**config.mk**
```make
export PLATFORM = sky130hd
export DESIGN_NAME = dsp_regs
export DESIGN_NICKNAME = d
export VERILOG_FILES = /design/src/hdl/plsv_pkg.sv /design/src/hdl/dsp_regs.sv
export VERILOG_INCLUDE_DIRS = /design/src /design/src/hdl
export SDC_FILE = /design/constraint.sdc
export NUM_CORES = 1
export LEC_CHECK = 0
export BUFFER_PORTS_ARGS = -buffer_cell sky130_fd_sc_hd__clkbuf_2
export CAP_MARGIN = 10
export CORE_ASPECT_RATIO = 0.9
export CORE_MARGIN = 2
export CORE_UTILIZATION = 50
export CTS_CLUSTER_SIZE = 8
export DETAILED_ROUTE_END_ITERATION = 6
export PLACE_DENSITY = 0.86
export SLEW_MARGIN = 0
export SYNTH_ARGS = -nofsm -noshare
export SYNTH_HDL_FRONTEND = slang
export SYNTH_SLANG_ARGS = --single-unit
```
**constraint.sdc**
```tcl
create_clock -name pl_clk0 -period 2.65 [get_ports pl_clk0]
set_clock_uncertainty 0.15 [all_clocks]
set_input_delay 0.1325 -clock pl_clk0 [delete_from_list [all_inputs] [get_ports pl_clk0]]
set_output_delay 0.1325 -clock pl_clk0 [all_outputs]
set_load 0.03 [all_outputs]
```
**src/hdl/plsv_settings.svh**
```systemverilog
`ifndef PLSV_SETTINGS_SVH
`define PLSV_SETTINGS_SVH

// Local bus geometry.
`define PLSV_DATA_W 32
`define PLSV_ADDR_W 16

// Top address nibble of each region.
`define PLSV_REGION_CFG 4'h0
`define PLSV_REGION_DSP 4'h1
`define PLSV_REGION_BRAM 4'h2

`define PLSV_BRAM_AW 10
`define PLSV_READ_DELAY 3
`define PLSV_SAMPLE_W 16
`define PLSV_GAIN_FRAC 14

`define PLSV_ID 32'h504c_5356
`define PLSV_UNMAPPED_DATA 32'hdead_beef

`endif

```
**src/hdl/plsv_pkg.sv**
```systemverilog
`default_nettype none

`include "plsv_settings.svh"

package plsv_pkg;

	typedef logic [`PLSV_DATA_W-1:0] lb_data_t;
	typedef logic [`PLSV_ADDR_W-1:0] lb_addr_t;
	typedef logic [`PLSV_BRAM_AW-1:0] bram_addr_t;

	// Samples sit in the low half of a BRAM word.
	typedef logic signed [`PLSV_SAMPLE_W-1:0] sample_t;

	// Q1.14 gain.
	typedef logic signed [`PLSV_SAMPLE_W-1:0] gain_t;

	typedef enum logic [1:0] {
		ST_IDLE,
		ST_RUN,
		ST_DRAIN
	} player_state_t;

endpackage

`default_nettype wire

```
**src/hdl/dsp_regs.sv**
```systemverilog
`timescale 1ns/1ps
`default_nettype none

`include "plsv_settings.svh"

module dsp_regs (
	input wire pl_clk0,
	input wire rst,
	input wire wren,
	input wire rden,
	input wire plsv_pkg::lb_addr_t offset,
	input wire plsv_pkg::lb_data_t wdata,
	output logic rvalid,
	output plsv_pkg::lb_data_t rdata,
	output plsv_pkg::gain_t gain,
	output plsv_pkg::sample_t offset_val,
	output plsv_pkg::bram_addr_t start,
	output logic [`PLSV_BRAM_AW:0] length
);
	import plsv_pkg::*;

	localparam gain_t GAIN_ONE = gain_t'(1 << `PLSV_GAIN_FRAC);
	localparam logic [`PLSV_BRAM_AW:0] LEN_MAX = 1 << `PLSV_BRAM_AW;
	localparam logic [`PLSV_BRAM_AW:0] LEN_MIN = 1;

	logic [`PLSV_BRAM_AW:0] len_wr;

	// Length stays within 1 to the memory depth.
	always_comb begin
		if (wdata == '0) begin
			len_wr = LEN_MIN;
		end else if (wdata > lb_data_t'(LEN_MAX)) begin
			len_wr = LEN_MAX;
		end else begin
			len_wr = wdata[`PLSV_BRAM_AW:0];
		end
	end

	always_ff @(posedge pl_clk0) begin
		if (rst) begin
			gain <= GAIN_ONE;
			offset_val <= '0;
			start <= '0;
			length <= LEN_MAX;
			rvalid <= 1'b0;
		end else begin
			rvalid <= rden;
			if (wren) begin
				case (offset[1:0])
					2'd0: gain <= wdata[`PLSV_SAMPLE_W-1:0];
					2'd1: offset_val <= wdata[`PLSV_SAMPLE_W-1:0];
					2'd2: start <= wdata[`PLSV_BRAM_AW-1:0];
					default: length <= len_wr;
				endcase
			end
		end
	end

	always_ff @(posedge pl_clk0) begin
		if (rden) begin
			case (offset[1:0])
				2'd0: rdata <= {{(`PLSV_DATA_W-`PLSV_SAMPLE_W){gain[`PLSV_SAMPLE_W-1]}}, gain};
				2'd1: rdata <= {{(`PLSV_DATA_W-`PLSV_SAMPLE_W){offset_val[`PLSV_SAMPLE_W-1]}},
					offset_val};
				2'd2: rdata <= lb_data_t'(start);
				default: rdata <= lb_data_t'(length);
			endcase
		end
	end

	a_length_nonzero: assert property (@(posedge pl_clk0) disable iff (rst)
		length != '0);

endmodule

`default_nettype wire

```
Word level (Yosys, flattened, before mapping) --
Cells that the tools add are included.
Storage, ports and cells: flip-flop bits (word level) 86, logic and storage cells 20, bits of input ports 52, output and inout port bits 86
Cells by class: bitwise logic cells 1, eq/ne operators 2, order comparisons 1, reduce and logical (&&, ||, !) cells 7, multiplexer cells 3
Operators with widths (number):
- one-hot mux 32 bit (3 select lines) | 1
- > comparator 32 x 11 -> 1 bit (second input constant) | 1
- zero test 32 bit | 1
- two-way mux 11 bit | 2
- AND reduction 2 bit | 4
- OR reduction 3 bit | 1
- == test 2 x 1 -> 1 bit (second input constant) | 1
- == test 2 bit (second input constant) | 1
- zero test 2 bit | 1
- NOT 1 bit | 1

Logic depth before layout (Yosys ltp) --
Gate-level depths: netlist of the first run.
depth in word-level cells 4, mapped depth 7, gate-level depth less buffers 4

Worst setup path after synthesis of the first run --
Ideal clock, no wire load.
path type input to register, start input wdata[15], end register length[0], slack 1.068 ns, arrival time 1.348 ns, path buffers 1, setup time 0.085 ns, data required time 2.415 ns, stages on the path 5, cells stage by stage nor4_2 nand4_1 or4_1 buf_6 o31ai_2
Between the ends: cells in the longest elaborated chain, start to end 3, elaborated cells between the ends (all ways) 4, classes of those cells 1 x order compare; 2 x mux; 1 x reduce/logical
RTL lines:
- from (decl) | RTL line dsp_regs.sv:12 | input wire plsv_pkg::lb_data_t wdata,
- > comparator 32 x 11 -> 1 bit | RTL line dsp_regs.sv:32 | end else if (wdata > lb_data_t'(LEN_MAX)) begin
- two-way mux 11 bit | RTL line dsp_regs.sv:32
- two-way mux 11 bit * | RTL line dsp_regs.sv:30 | if (wdata == '0) begin
- to (signal assigned) | RTL line dsp_regs.sv:53 | default: length <= len_wr;
- to (decl) | RTL line dsp_regs.sv:18 | output logic [`PLSV_BRAM_AW:0] length
Mark *: on every way between the ends. The rest lies on a longest branch, timed or not. A chain may end at the register's enable or synchronous reset.

Final worst setup path of the first run --
Same ends and word-level chain as after synthesis.

==> summary.txt, run 1 <==
Max Clock Freq: 445 MHz
initial core utilization: 52.2%
data required time of the worst path: 2.76 ns
synthesized netlist net count: 357
#FFs+latches synth: 70
TritonCTS clock tree: built
unrepaired setup endpoints after global routing: false
Antenna Nets Post-Route: 0
largest net degree at the start of global routing: 25
CTS sink count: 70
Synth Flop Type: dfxtp_1
worst slew margin relative to its limit: 40.7%
proportion of power drawn by flip-flops and latches: 50.3%
per-cell routed wire length: 16.5 µm
routed wire length: 8230 µm
final slew viol count: 0
final worst path period need: 2.25 ns
chain of cells forming the critical path: dlygate4sd3_1 -> clkbuf_2 -> nor4_2 -> nand4_1 -> or4_1 -> o31ai_2
share of total power consumed by net switching: 27.6%
clock root buffer master: clkbuf_8
Mapped Avg Cell Area: 9.86 µm²
portion of total power attributed to combinational logic: 14.3%
most frequent cell after synthesis: nand2_1
leading area contributor after synthesis: dfxtp_1
total I/O pin count: 138
leakage power summed over all cells: 1.73 nW
number of gates resized after cts: 0
share of layout cells above drive strength 1: 39.5%
via count of the first global-routing pass: 2625
FILL cells: 452
cell family with the largest share of critical-path delay: simple AND/OR/NAND/NOR gates
cts bufs inserted: 9
Core Util, Final: 67.7%
Max H-tree Level: 3
stage delay of the slowest cell on the critical path: 0.74 ns
count of antenna diodes in the layout: 0
global placer's final weighted congestion: 0.813
Worst IR Drop VDD: 0.447 mV
number of DRC violations after detailed-routing iteration 0: 162
count of TritonRoute iterations in the first routing pass: 7
max-cap check violation count: 0
DIE HEIGHT: 77.6 µm
CP endpoint kind: flip-flop
number of cells produced by synthesis: 305
clock network fraction of design power: 35.4%
cell-internal power: 0.00165 W
pwr/cell area: 586 mW/mm²
switching component of the power: 0.000630 W
Setup Total Neg Slack: 0 ns
overall fraction of global-route tracks in use: 25.5%
number of enable flip-flop cells after synthesis: 16
CP Launch Type: input pin
net count of the finished layout: 477
vias per std cell: 5.47
die boundary width: 85.8 µm
share of synthesized area occupied by flip-flops and latches: 51.9%
number of buffer cells added on primary ports: 123
number of placement rows: 26
core region area: 0.00576 mm²
status: complete, but fails checks
count of cell types in the netlist: 33
share of flip-flops with an asynchronous set or reset: 0%
type of the worst min-delay path: input pin to flip-flop
failing checks: design-rule violations
overflow left after global routing: 0
Skew-Pair Late Insertion Delay: 0.34 ns
Yosys top cell area share: 35.9%
CP Max Fanout: 8
path type of the worst setup path: input pin to flip-flop
slew at the pin closest to its max-slew limit: 0.885 ns
final hold violation count: 0
top cells by count, synth: nand2_1 (74), dfxtp_1 (54), a21oi_1 (38), nor2_1 (24)
global-route wire length before repair: 12800 µm
vias after detailed routing: 2735
Post-DP HPWL: 5580 µm
maximum buffer depth of the clock tree: 2
cell types with the largest area share after synthesis: dfxtp_1 (36%), edfxtp_1 (16%), nand2_1 (9.2%)
number of antenna violations at the first check in global routing: 0
synthesis-to-finish area growth: 29.5%
worst path bufs/invs: 2
post-route DRC violation count: 10
clock-pin slew reported for the worst setup and hold paths after clock tree synthesis: 0.07 ns
Crit path arrival time: 2.35 ns
total setup buffers inserted after CTS: 0
number of warnings issued by yosys: 0
# setup viols final: 0
Mapped Area: 0.00301 mm²
highest-delay cell along the critical path: or4_1
crit share post-route: 84.7%
full die area: 0.00665 mm²
layout make-up:
type                    instances  area (µm²)  area share (%)
clock buffers                  13         170            4.37
inverters                       7        26.3           0.674
flip-flops and latches         70        1560            40.1
well taps                      70        87.6            2.25
multi-input cells             192        1210            31.2
clock inverters                 3        17.5           0.450
repair buffers                145         818            21.0
sequential cells by signal (all words and copies together) (netlist names):
name,count
rvalid,1
start,10
rdata,16
gain,16
offset_val,16
length,11
routing by layer:
metal  GRT usage [%]  wire, µm  vias up
li1                -         -     1283
met1            29.4      3300     1318
met2            42.8      4180      126
met3            9.89       652        8
met4            9.37        95        0
met5               0         0        -
power by group through the flow:
stage,sequential (W),clock (W),combinational [W]
after CTS,0.00115,0.000821,0.000325
after detailed placement,0.00117,0,0.000306
final,0.00115,0.000809,0.000326
after global placement,0.00117,0,0.000302
after global routing,0.00115,0.000861,0.000347
after floorplan,0.00124,0,0.000135
logic make-up (layout without fill, tap and decap cells):
group           count (synthesis)  after routing  synth area share (%)
buf+inv                        43            168                  7.70
compound gates                 53             53                  11.4
flops                          70             70                  51.9
simple gates                  119            119                  18.2
mux                            19             19                  10.5
xor+xnor                        1              1                 0.291
final timing paths:
| path | start | endpoint | slack, ns | depth (start not counted) |
|---|---|---|---|---|
| max | wdata[15] | length[0] | 0.40 | 6 |
| min | offset[1] | length[10] | 0.04 | 4 |
| max reg2reg | length[3] | rdata[3] | 1.42 | 1 |
| min reg2reg | gain[15] | gain[15] | 0.32 | 2 |
through the flow:
stage,std cells,cell area (µm²),setup WS [ns],hold WS [ns],total power (W)
detailed placement,469,3560,0.611,0.246,0.00148
floorplan,305,3010,1.07,0.0950,0.00137
CTS,500,3900,0.405,0.0253,0.00229
finish,500,3900,0.405,0.0361,0.00228
global placement,469,3560,0.651,0.242,0.00147
global route,500,3900,0.283,0.0560,0.00236
layout by cell type (no fill, tap or decap), types with 8 or more instances in the layout:
master / n
mux4_2: 10
a21oi_1: 38
clkbuf_8: 10
mux2i_1: 9
dlygate4sd3_1: 15
clkbuf_2: 123
o31ai_2: 8
nor2_1: 24
nand2_1: 74
dfxtp_1: 54
edfxtp_1: 16
timing repair:
item | CTS | global route
endpoints found under the hold margin | 40 | 0
hold buffers | 15 | 0
endpoints found under the setup margin | 0 | 0
Power figures use the tool's default switching activity.
==> inputs of run 2 (changes only) <==
--- a/config.mk
+++ b/config.mk
@@ -6,14 +6,15 @@
 export SDC_FILE = /design/constraint.sdc
 export NUM_CORES = 1
 export LEC_CHECK = 0
+export ABC_AREA = 1
 export BUFFER_PORTS_ARGS = -buffer_cell sky130_fd_sc_hd__clkbuf_2
 export CAP_MARGIN = 10
 export CORE_ASPECT_RATIO = 0.9
 export CORE_MARGIN = 2
-export CORE_UTILIZATION = 50
+export CORE_UTILIZATION = 47
 export CTS_CLUSTER_SIZE = 8
 export DETAILED_ROUTE_END_ITERATION = 6
-export PLACE_DENSITY = 0.86
+export PLACE_DENSITY = 0.81
 export SLEW_MARGIN = 0
 export SYNTH_ARGS = -nofsm -noshare
 export SYNTH_HDL_FRONTEND = slang
==> constraint.sdc (replaced) <==
create_clock -name pl_clk0 -period 2.3 [get_ports pl_clk0]
set_clock_uncertainty 0.15 [all_clocks]
set_input_delay 0.115 -clock pl_clk0 [delete_from_list [all_inputs] [get_ports pl_clk0]]
set_output_delay 0.115 -clock pl_clk0 [all_outputs]
set_load 0.03 [all_outputs]
==> summary.txt, run 2 <==
die boundary width: 89.1 µm (+3.9%)
number of antenna violations at the first check in global routing: 0 (unchanged)
full die area: 0.00717 mm² (+7.8%)
final worst path period need: 2.04 ns
unrepaired setup endpoints after global routing: false
largest net degree at the start of global routing: 31 (+24%)
count of TritonRoute iterations in the first routing pass: 7 (unchanged)
path type of the worst setup path: input pin to flip-flop
Antenna Nets Post-Route: 0 (unchanged)
per-cell routed wire length: 14.1 µm (-14%)
global placer's final weighted congestion: 0.874 (+7.6%)
clock-pin slew reported for the worst setup and hold paths after clock tree synthesis: 0.08 ns (about the same)
cts bufs inserted: 9 (unchanged)
most frequent standard cell in the layout excluding fill and tap cells: clkbuf_2
initial core utilization: 49.2% (-3.0 points)
Skew-Pair Late Insertion Delay: 0.35 ns (about the same)
highest-delay cell along the critical path: dlygate4sd3_1
largest registers: gain (16), offset_val (16), rdata (16)
Mapped Avg Cell Area: 7.93 µm² (-20%)
synthesis-to-finish area growth: 30.3%
core region area: 0.00622 mm² (+8.0%)
crit share post-route: 88.6%
Synth Flop Type: dfxtp_1
Max Clock Freq: 491 MHz
data required time of the worst path: 2.44 ns (-0.32 ns)
via count of the first global-routing pass: 2752 (+4.8%)
status: complete, but fails checks
routed wire length: 8530 µm (+3.7%)
global-route wire length before repair: 13100 µm (+1.9%)
cell depth of the worst min-delay path: 3 (-1)
number of placement rows: 27 (+3.8%)
type of the worst min-delay path: input pin to flip-flop
leading area contributor after synthesis: dfxtp_1
share of synthesized area occupied by flip-flops and latches: 51.0% (-0.89 points)
pwr/cell area: 694 mW/mm² (+18%)
number of cells in the design after placement: 566 (+21%)
cell types with the largest area share after synthesis: dfxtp_1 (35%), edfxtp_1 (16%), nand2_1 (8.5%)
Setup Total Neg Slack: 0 ns (unchanged)
slew at the pin closest to its max-slew limit: 0.632 ns (-0.253 ns)
final hold violation count: 0 (unchanged)
top cells by count, synth: nand2_1 (69), dfxtp_1 (54), nor2_1 (45), inv_1 (44), a21oi_1 (43)
Most Frequent Cell on Critical Path: dlygate4sd3_1
count of antenna diodes in the layout: 0 (unchanged)
vias after detailed routing: 3058 (+12%)
overflow left after global routing: 0 (unchanged)
number of cells produced by synthesis: 386 (+27%)
net count of the finished layout: 563 (+18%)
share of layout cells above drive strength 1: 29.1% (-10 points)
chain of cells forming the critical path: dlygate4sd3_1 -> clkbuf_2 -> nand3_1 -> dlygate4sd3_1 -> a21oi_1 -> dlygate4sd3_1
number of warnings issued by yosys: 0 (unchanged)
total I/O pin count: 138 (unchanged)
CP Max Fanout: 5 (-3)
number of buffer cells added on primary ports: 123 (unchanged)
most frequent cell after synthesis: nand2_1
Crit path arrival time: 2.18 ns (-0.17 ns)
Yosys top cell area share: 35.3% (-0.62 points)
Post-DP HPWL: 5900 µm (+5.7%)
CP Launch Type: input pin
Max H-tree Level: 3 (unchanged)
# setup viols final: 0 (unchanged)
overall fraction of global-route tracks in use: 24.1% (-1.4 points)
max-cap check violation count: 0 (unchanged)
CP endpoint kind: flip-flop
worst r2r path cells: 3 (+2)
maximum buffer depth of the clock tree: 2 (unchanged)
stage delay of the slowest cell on the critical path: 0.59 ns (-0.15 ns)
share of flip-flops with an asynchronous set or reset: 0% (unchanged)
synthesized netlist net count: 438 (+23%)
commonest cells after routing, fill and taps aside: clkbuf_2 (123), nand2_1 (69), dfxtp_1 (54), nor2_1 (45), inv_1 (44)
Worst IR Drop VDD: 0.358 mV (-20%)
final slew viol count: 0 (unchanged)
count of cell types in the netlist: 22 (-33%)
worst slew margin relative to its limit: 57.8% (+17 points)
non-filler cells in the finished layout: 603 (+21%)
DIE HEIGHT: 80.6 µm (+3.8%)
leakage power summed over all cells: 1.82 nW (+5.2%)
number of enable flip-flop cells after synthesis: 16 (unchanged)
failing checks: design-rule violations
TritonCTS clock tree: built
vias per std cell: 5.07 (-7.3%)
post-route DRC violation count: 2 (-8)
#FFs+latches synth: 70 (unchanged)
clock root buffer master: clkbuf_8
CTS sink count: 70 (unchanged)
number of DRC violations after detailed-routing iteration 0: 257 (+59%)
total setup buffers inserted after CTS: 0 (unchanged)
Mapped Area: 0.00306 mm² (+1.7%)
==> run 2: changes by cell type in the layout (fill, tap and decap cells not counted), moves of 9 or more <==
cell / before / now
nor2_1: 24 / 45
o21ai_0: 1 / 42
mux4_2: 10 / 0
nand4_1: 1 / 10
inv_1: 7 / 44
mux2i_1: 9 / 0
==> run 2: final timing paths <==
| path | from | to | slack, ns |
|---|---|---|---|
| setup / recovery | wdata[4] | start[4] | 0.26 |
| hold / removal | wren | start[6] | 0.03 |
| setup reg to reg | start[4] | start[4] | 0.96 |
| hold reg to reg | offset_val[13] | offset_val[13] | 0.32 |
==> run 2: layer usage <==
metal,GRT usage (%),routed length (µm)
met3,6.58,861
met2,37.9,3990
met1,31.5,3560
met4,8.81,123
met5,0,0
==> run 2: final cells by class <==
cell class / count / area, µm²
Tap cell: 87 / 109
Clock buffer: 9 / 124
Inverter: 45 / 169
Timing Repair Buffer: 148 / 856
Clock inverter: 7 / 65.1
Fill cell: 554 / 2230
Multi-Input combinational cell: 237 / 1100
Sequential cell: 70 / 1560
==> run 2: worst max-delay path: cells and delay by family <==
| kind | cells | cell delay, ns |
|---|---|---|
| buffers and inverters | 4 | 1.83 |
| and+or+nand+nor | 1 | 0.10 |
| AOI/OAI and AO/OA | 1 | 0.13 |
==> run 2: logic make-up (layout without fill, tap and decap cells) <==
| group | after synthesis | after routing | synth area share (%) |
|---|---|---|---|
| flops | 70 | 70 | 51.0 |
| buf+inv | 79 | 209 | 12.9 |
| compound gates | 96 | 96 | 16.7 |
| simple gates | 141 | 141 | 19.4 |
==> run 2: power breakdown <==
part | internal, W | switching, W
sequential | 0.00131 | 0.0000346
combinational | 0.000135 | 0.000311
clock | 0.000493 | 0.000482
total | 0.00194 | 0.000827
==> run 2: stage by stage <==
stage / utilization, % / total power (W) / setup slack (ns) / hold WS, ns / area [µm²]
detailed placement: 57.7 / 0.00179 / 0.602 / 0.217 / 3590
CTS: 64.2 / 0.00277 / 0.351 / 0.000283 / 3990
global placement: 57.7 / 0.00179 / 0.663 / 0.213 / 3590
floorplan: - / 0.00166 / 1.04 / 0.0720 / 3060
finish: 64.2 / 0.00277 / 0.261 / 0.0291 / 3990
global route: 64.2 / 0.00287 / 0.226 / 0.0310 / 3990
==> run 2: what timing repair did <==
action,4_1_cts,5_1_grt
hold buffers,21,0
resized for setup,0,0
hold endpoints to repair,46,0
==> inputs of run 3 (changes only) <==
--- a/config.mk
+++ b/config.mk
@@ -11,10 +11,11 @@
 export CAP_MARGIN = 10
 export CORE_ASPECT_RATIO = 0.9
 export CORE_MARGIN = 2
-export CORE_UTILIZATION = 47
+export CORE_UTILIZATION = 45
 export CTS_CLUSTER_SIZE = 8
 export DETAILED_ROUTE_END_ITERATION = 6
-export PLACE_DENSITY = 0.81
+export MAX_ROUTING_LAYER = met4
+export PLACE_DENSITY = 0.78
 export SLEW_MARGIN = 0
 export SYNTH_ARGS = -nofsm -noshare
 export SYNTH_HDL_FRONTEND = slang
==> summary.txt, run 3 (synthesized netlist as in run 2, its figures left out) <==
status: complete, no violations
data required time of the worst path: 2.43 ns (about the same)
number of placement rows: 28 (+3.7%)
clock-pin slew reported for the worst setup and hold paths after clock tree synthesis: 0.07 ns (about the same)
final hold violation count: 0 (unchanged)
number of DRC violations after detailed-routing iteration 0: 231 (-10%)
via count of the first global-routing pass: 2670 (-3.0%)
CP Launch Type: input pin
global-route wire length before repair: 12900 µm (-0.90%)
Post-Place Setup Slack: 0.723 ns (+0.121 ns)
Worst IR Drop VDD: 0.243 mV (-32%)
post-route DRC violation count: 0 (-2)
Post-DP HPWL: 5950 µm (+0.89%)
DIE HEIGHT: 82.2 µm (+2.1%)
FILL cells: 631 (+14%)
global placer's final weighted congestion: 0.842 (-3.7%)
slew at the pin closest to its max-slew limit: 0.568 ns (-0.0645 ns)
met3 Resource Use GR: 4.17% (-2.4 points)
crit share post-route: 66.7% (-22 points)
overflow left after global routing: 0 (unchanged)
number of gates resized after cts: 0 (unchanged)
Max Clock Freq: 652 MHz (+33%)
pwr/cell area: 668 mW/mm² (-3.9%)
largest registers: gain (16), offset_val (16), rdata (16)
type of the worst min-delay path: input pin to flip-flop
origin of the worst min-delay path: offset[0]
count of TritonRoute iterations in the first routing pass: 5 (-2)
routed wire length: 8260 µm (-3.1%)
hold bufs inserted after CTS: 16 (-24%)
worst slew margin relative to its limit: 62.1% (+4.4 points)
number of antenna violations at the first check in global routing: 0 (unchanged)
overall fraction of global-route tracks in use: 22.8% (-1.2 points)
fraction of met2 tracks used by global routing: 35.3% (-2.7 points)
CTS sink count: 70 (unchanged)
area used by sequential logic in the layout: 0.00156 mm² (unchanged)
total I/O pin count: 138 (unchanged)
max-cap check violation count: 0 (unchanged)
Skew-Pair Late Insertion Delay: 0.34 ns (about the same)
worst reg2reg startpoint: start[3]
global routing's busiest layer: met2
Setup Total Neg Slack: 0 ns (unchanged)
clock root buffer master: clkbuf_8
initial core utilization: 46.5% (-2.8 points)
start point of the critical path: wdata[12]
core region area: 0.00659 mm² (+6.0%)
vias after detailed routing: 2976 (-2.7%)
cts bufs inserted: 9 (unchanged)
Tot Pwr: 0.00262 W (-5.4%)
die boundary width: 90.9 µm (+2.1%)
path type of the worst setup path: input pin to flip-flop
final slew viol count: 0 (unchanged)
CP Max Fanout: 10 (+5)
final worst path period need: 1.53 ns (-0.505 ns)
largest net degree at the start of global routing: 32 (+3.2%)
leakage power summed over all cells: 1.80 nW (-0.85%)
# setup viols final: 0 (unchanged)
synthesis-to-finish area growth: 28.3%
net count of the finished layout: 560 (-0.53%)
Max H-tree Level: 3 (unchanged)
total setup buffers inserted after CTS: 0 (unchanged)
commonest cells after routing, fill and taps aside: clkbuf_2 (123), nand2_1 (69), dfxtp_1 (54), nor2_1 (45), inv_1 (44)
Antenna Nets Post-Route: 0 (unchanged)
Crit path arrival time: 1.66 ns (-0.52 ns)
met1 routing resource usage after global routing: 29.2% (-2.3 points)
unrepaired setup endpoints after global routing: false
worst setup slack after layout: 0.766 ns (+0.505 ns)
per-cell routed wire length: 13.7 µm (-3.1%)
area of the multi-input gates: 0.00110 mm² (unchanged)
number of buffer cells added on primary ports: 123 (unchanged)
vias per std cell: 4.94 (-2.7%)
count of antenna diodes in the layout: 0 (unchanged)
share of layout cells above drive strength 1: 29.4% (+0.36 points)
full die area: 0.00748 mm² (+4.2%)
CP endpoint kind: flip-flop
most frequent standard cell in the layout excluding fill and tap cells: clkbuf_2
TritonCTS clock tree: built
maximum buffer depth of the clock tree: 2 (unchanged)
run 3: final cells by class:
class                           count  share of cell area, %
Inverter                           45                   4.30
Multi-Input combinational cell    237                   28.1
Tap cell                           90                   2.87
Clock inverter                      5                  0.669
Timing Repair Buffer              145                   20.9
Clock buffer                       11                   3.35
Sequential cell                    70                   39.8
run 3: worst paths after layout:
kind / to / slack, ns / cells after the start
worst max register to register: rdata[3] / 1.16 / 4
worst min register to register: offset_val[11] / 0.32 / 2
worst min-delay path: offset_val[1] / 0.01 / 3
worst max-delay path: length[7] / 0.77 / 9
run 3: report_power, final:
group	switching [W]	internal, W	leakage [nW]
sequential	0.0000325	0.00131	0.605
clock	0.000446	0.000385	0.0872
combinational	0.000310	0.000134	1.11
run 3: per-stage QoR:
stage	utilization [%]	cell area [µm²]	std cells	hold WS (ns)
floorplan	-	3060	386	0.0720
global placement	54.8	3610	571	0.208
detailed placement	54.8	3610	571	0.214
CTS	59.6	3930	603	0.00219
global route	59.6	3930	603	0.0306
finish	59.6	3930	603	0.0121
run 3: worst max-delay path, cell delays in order:
cell and delay (ns):
dlygate4sd3_1 0.54, clkbuf_2 0.12, nor2_1 0.19, nand2_1 0.10, nor2_1 0.11, nand2_1 0.07
nand2_2 0.16, nand4_1 0.11, a21oi_1 0.15
run 3: layer usage:
| layer | routed length (µm) | vias up |
|---|---|---|
| met4 | 167 | 0 |
| met2 | 3830 | 129 |
| met3 | 574 | 13 |
| li1 | - | 1496 |
| met1 | 3690 | 1338 |
| met5 | 0 | - |
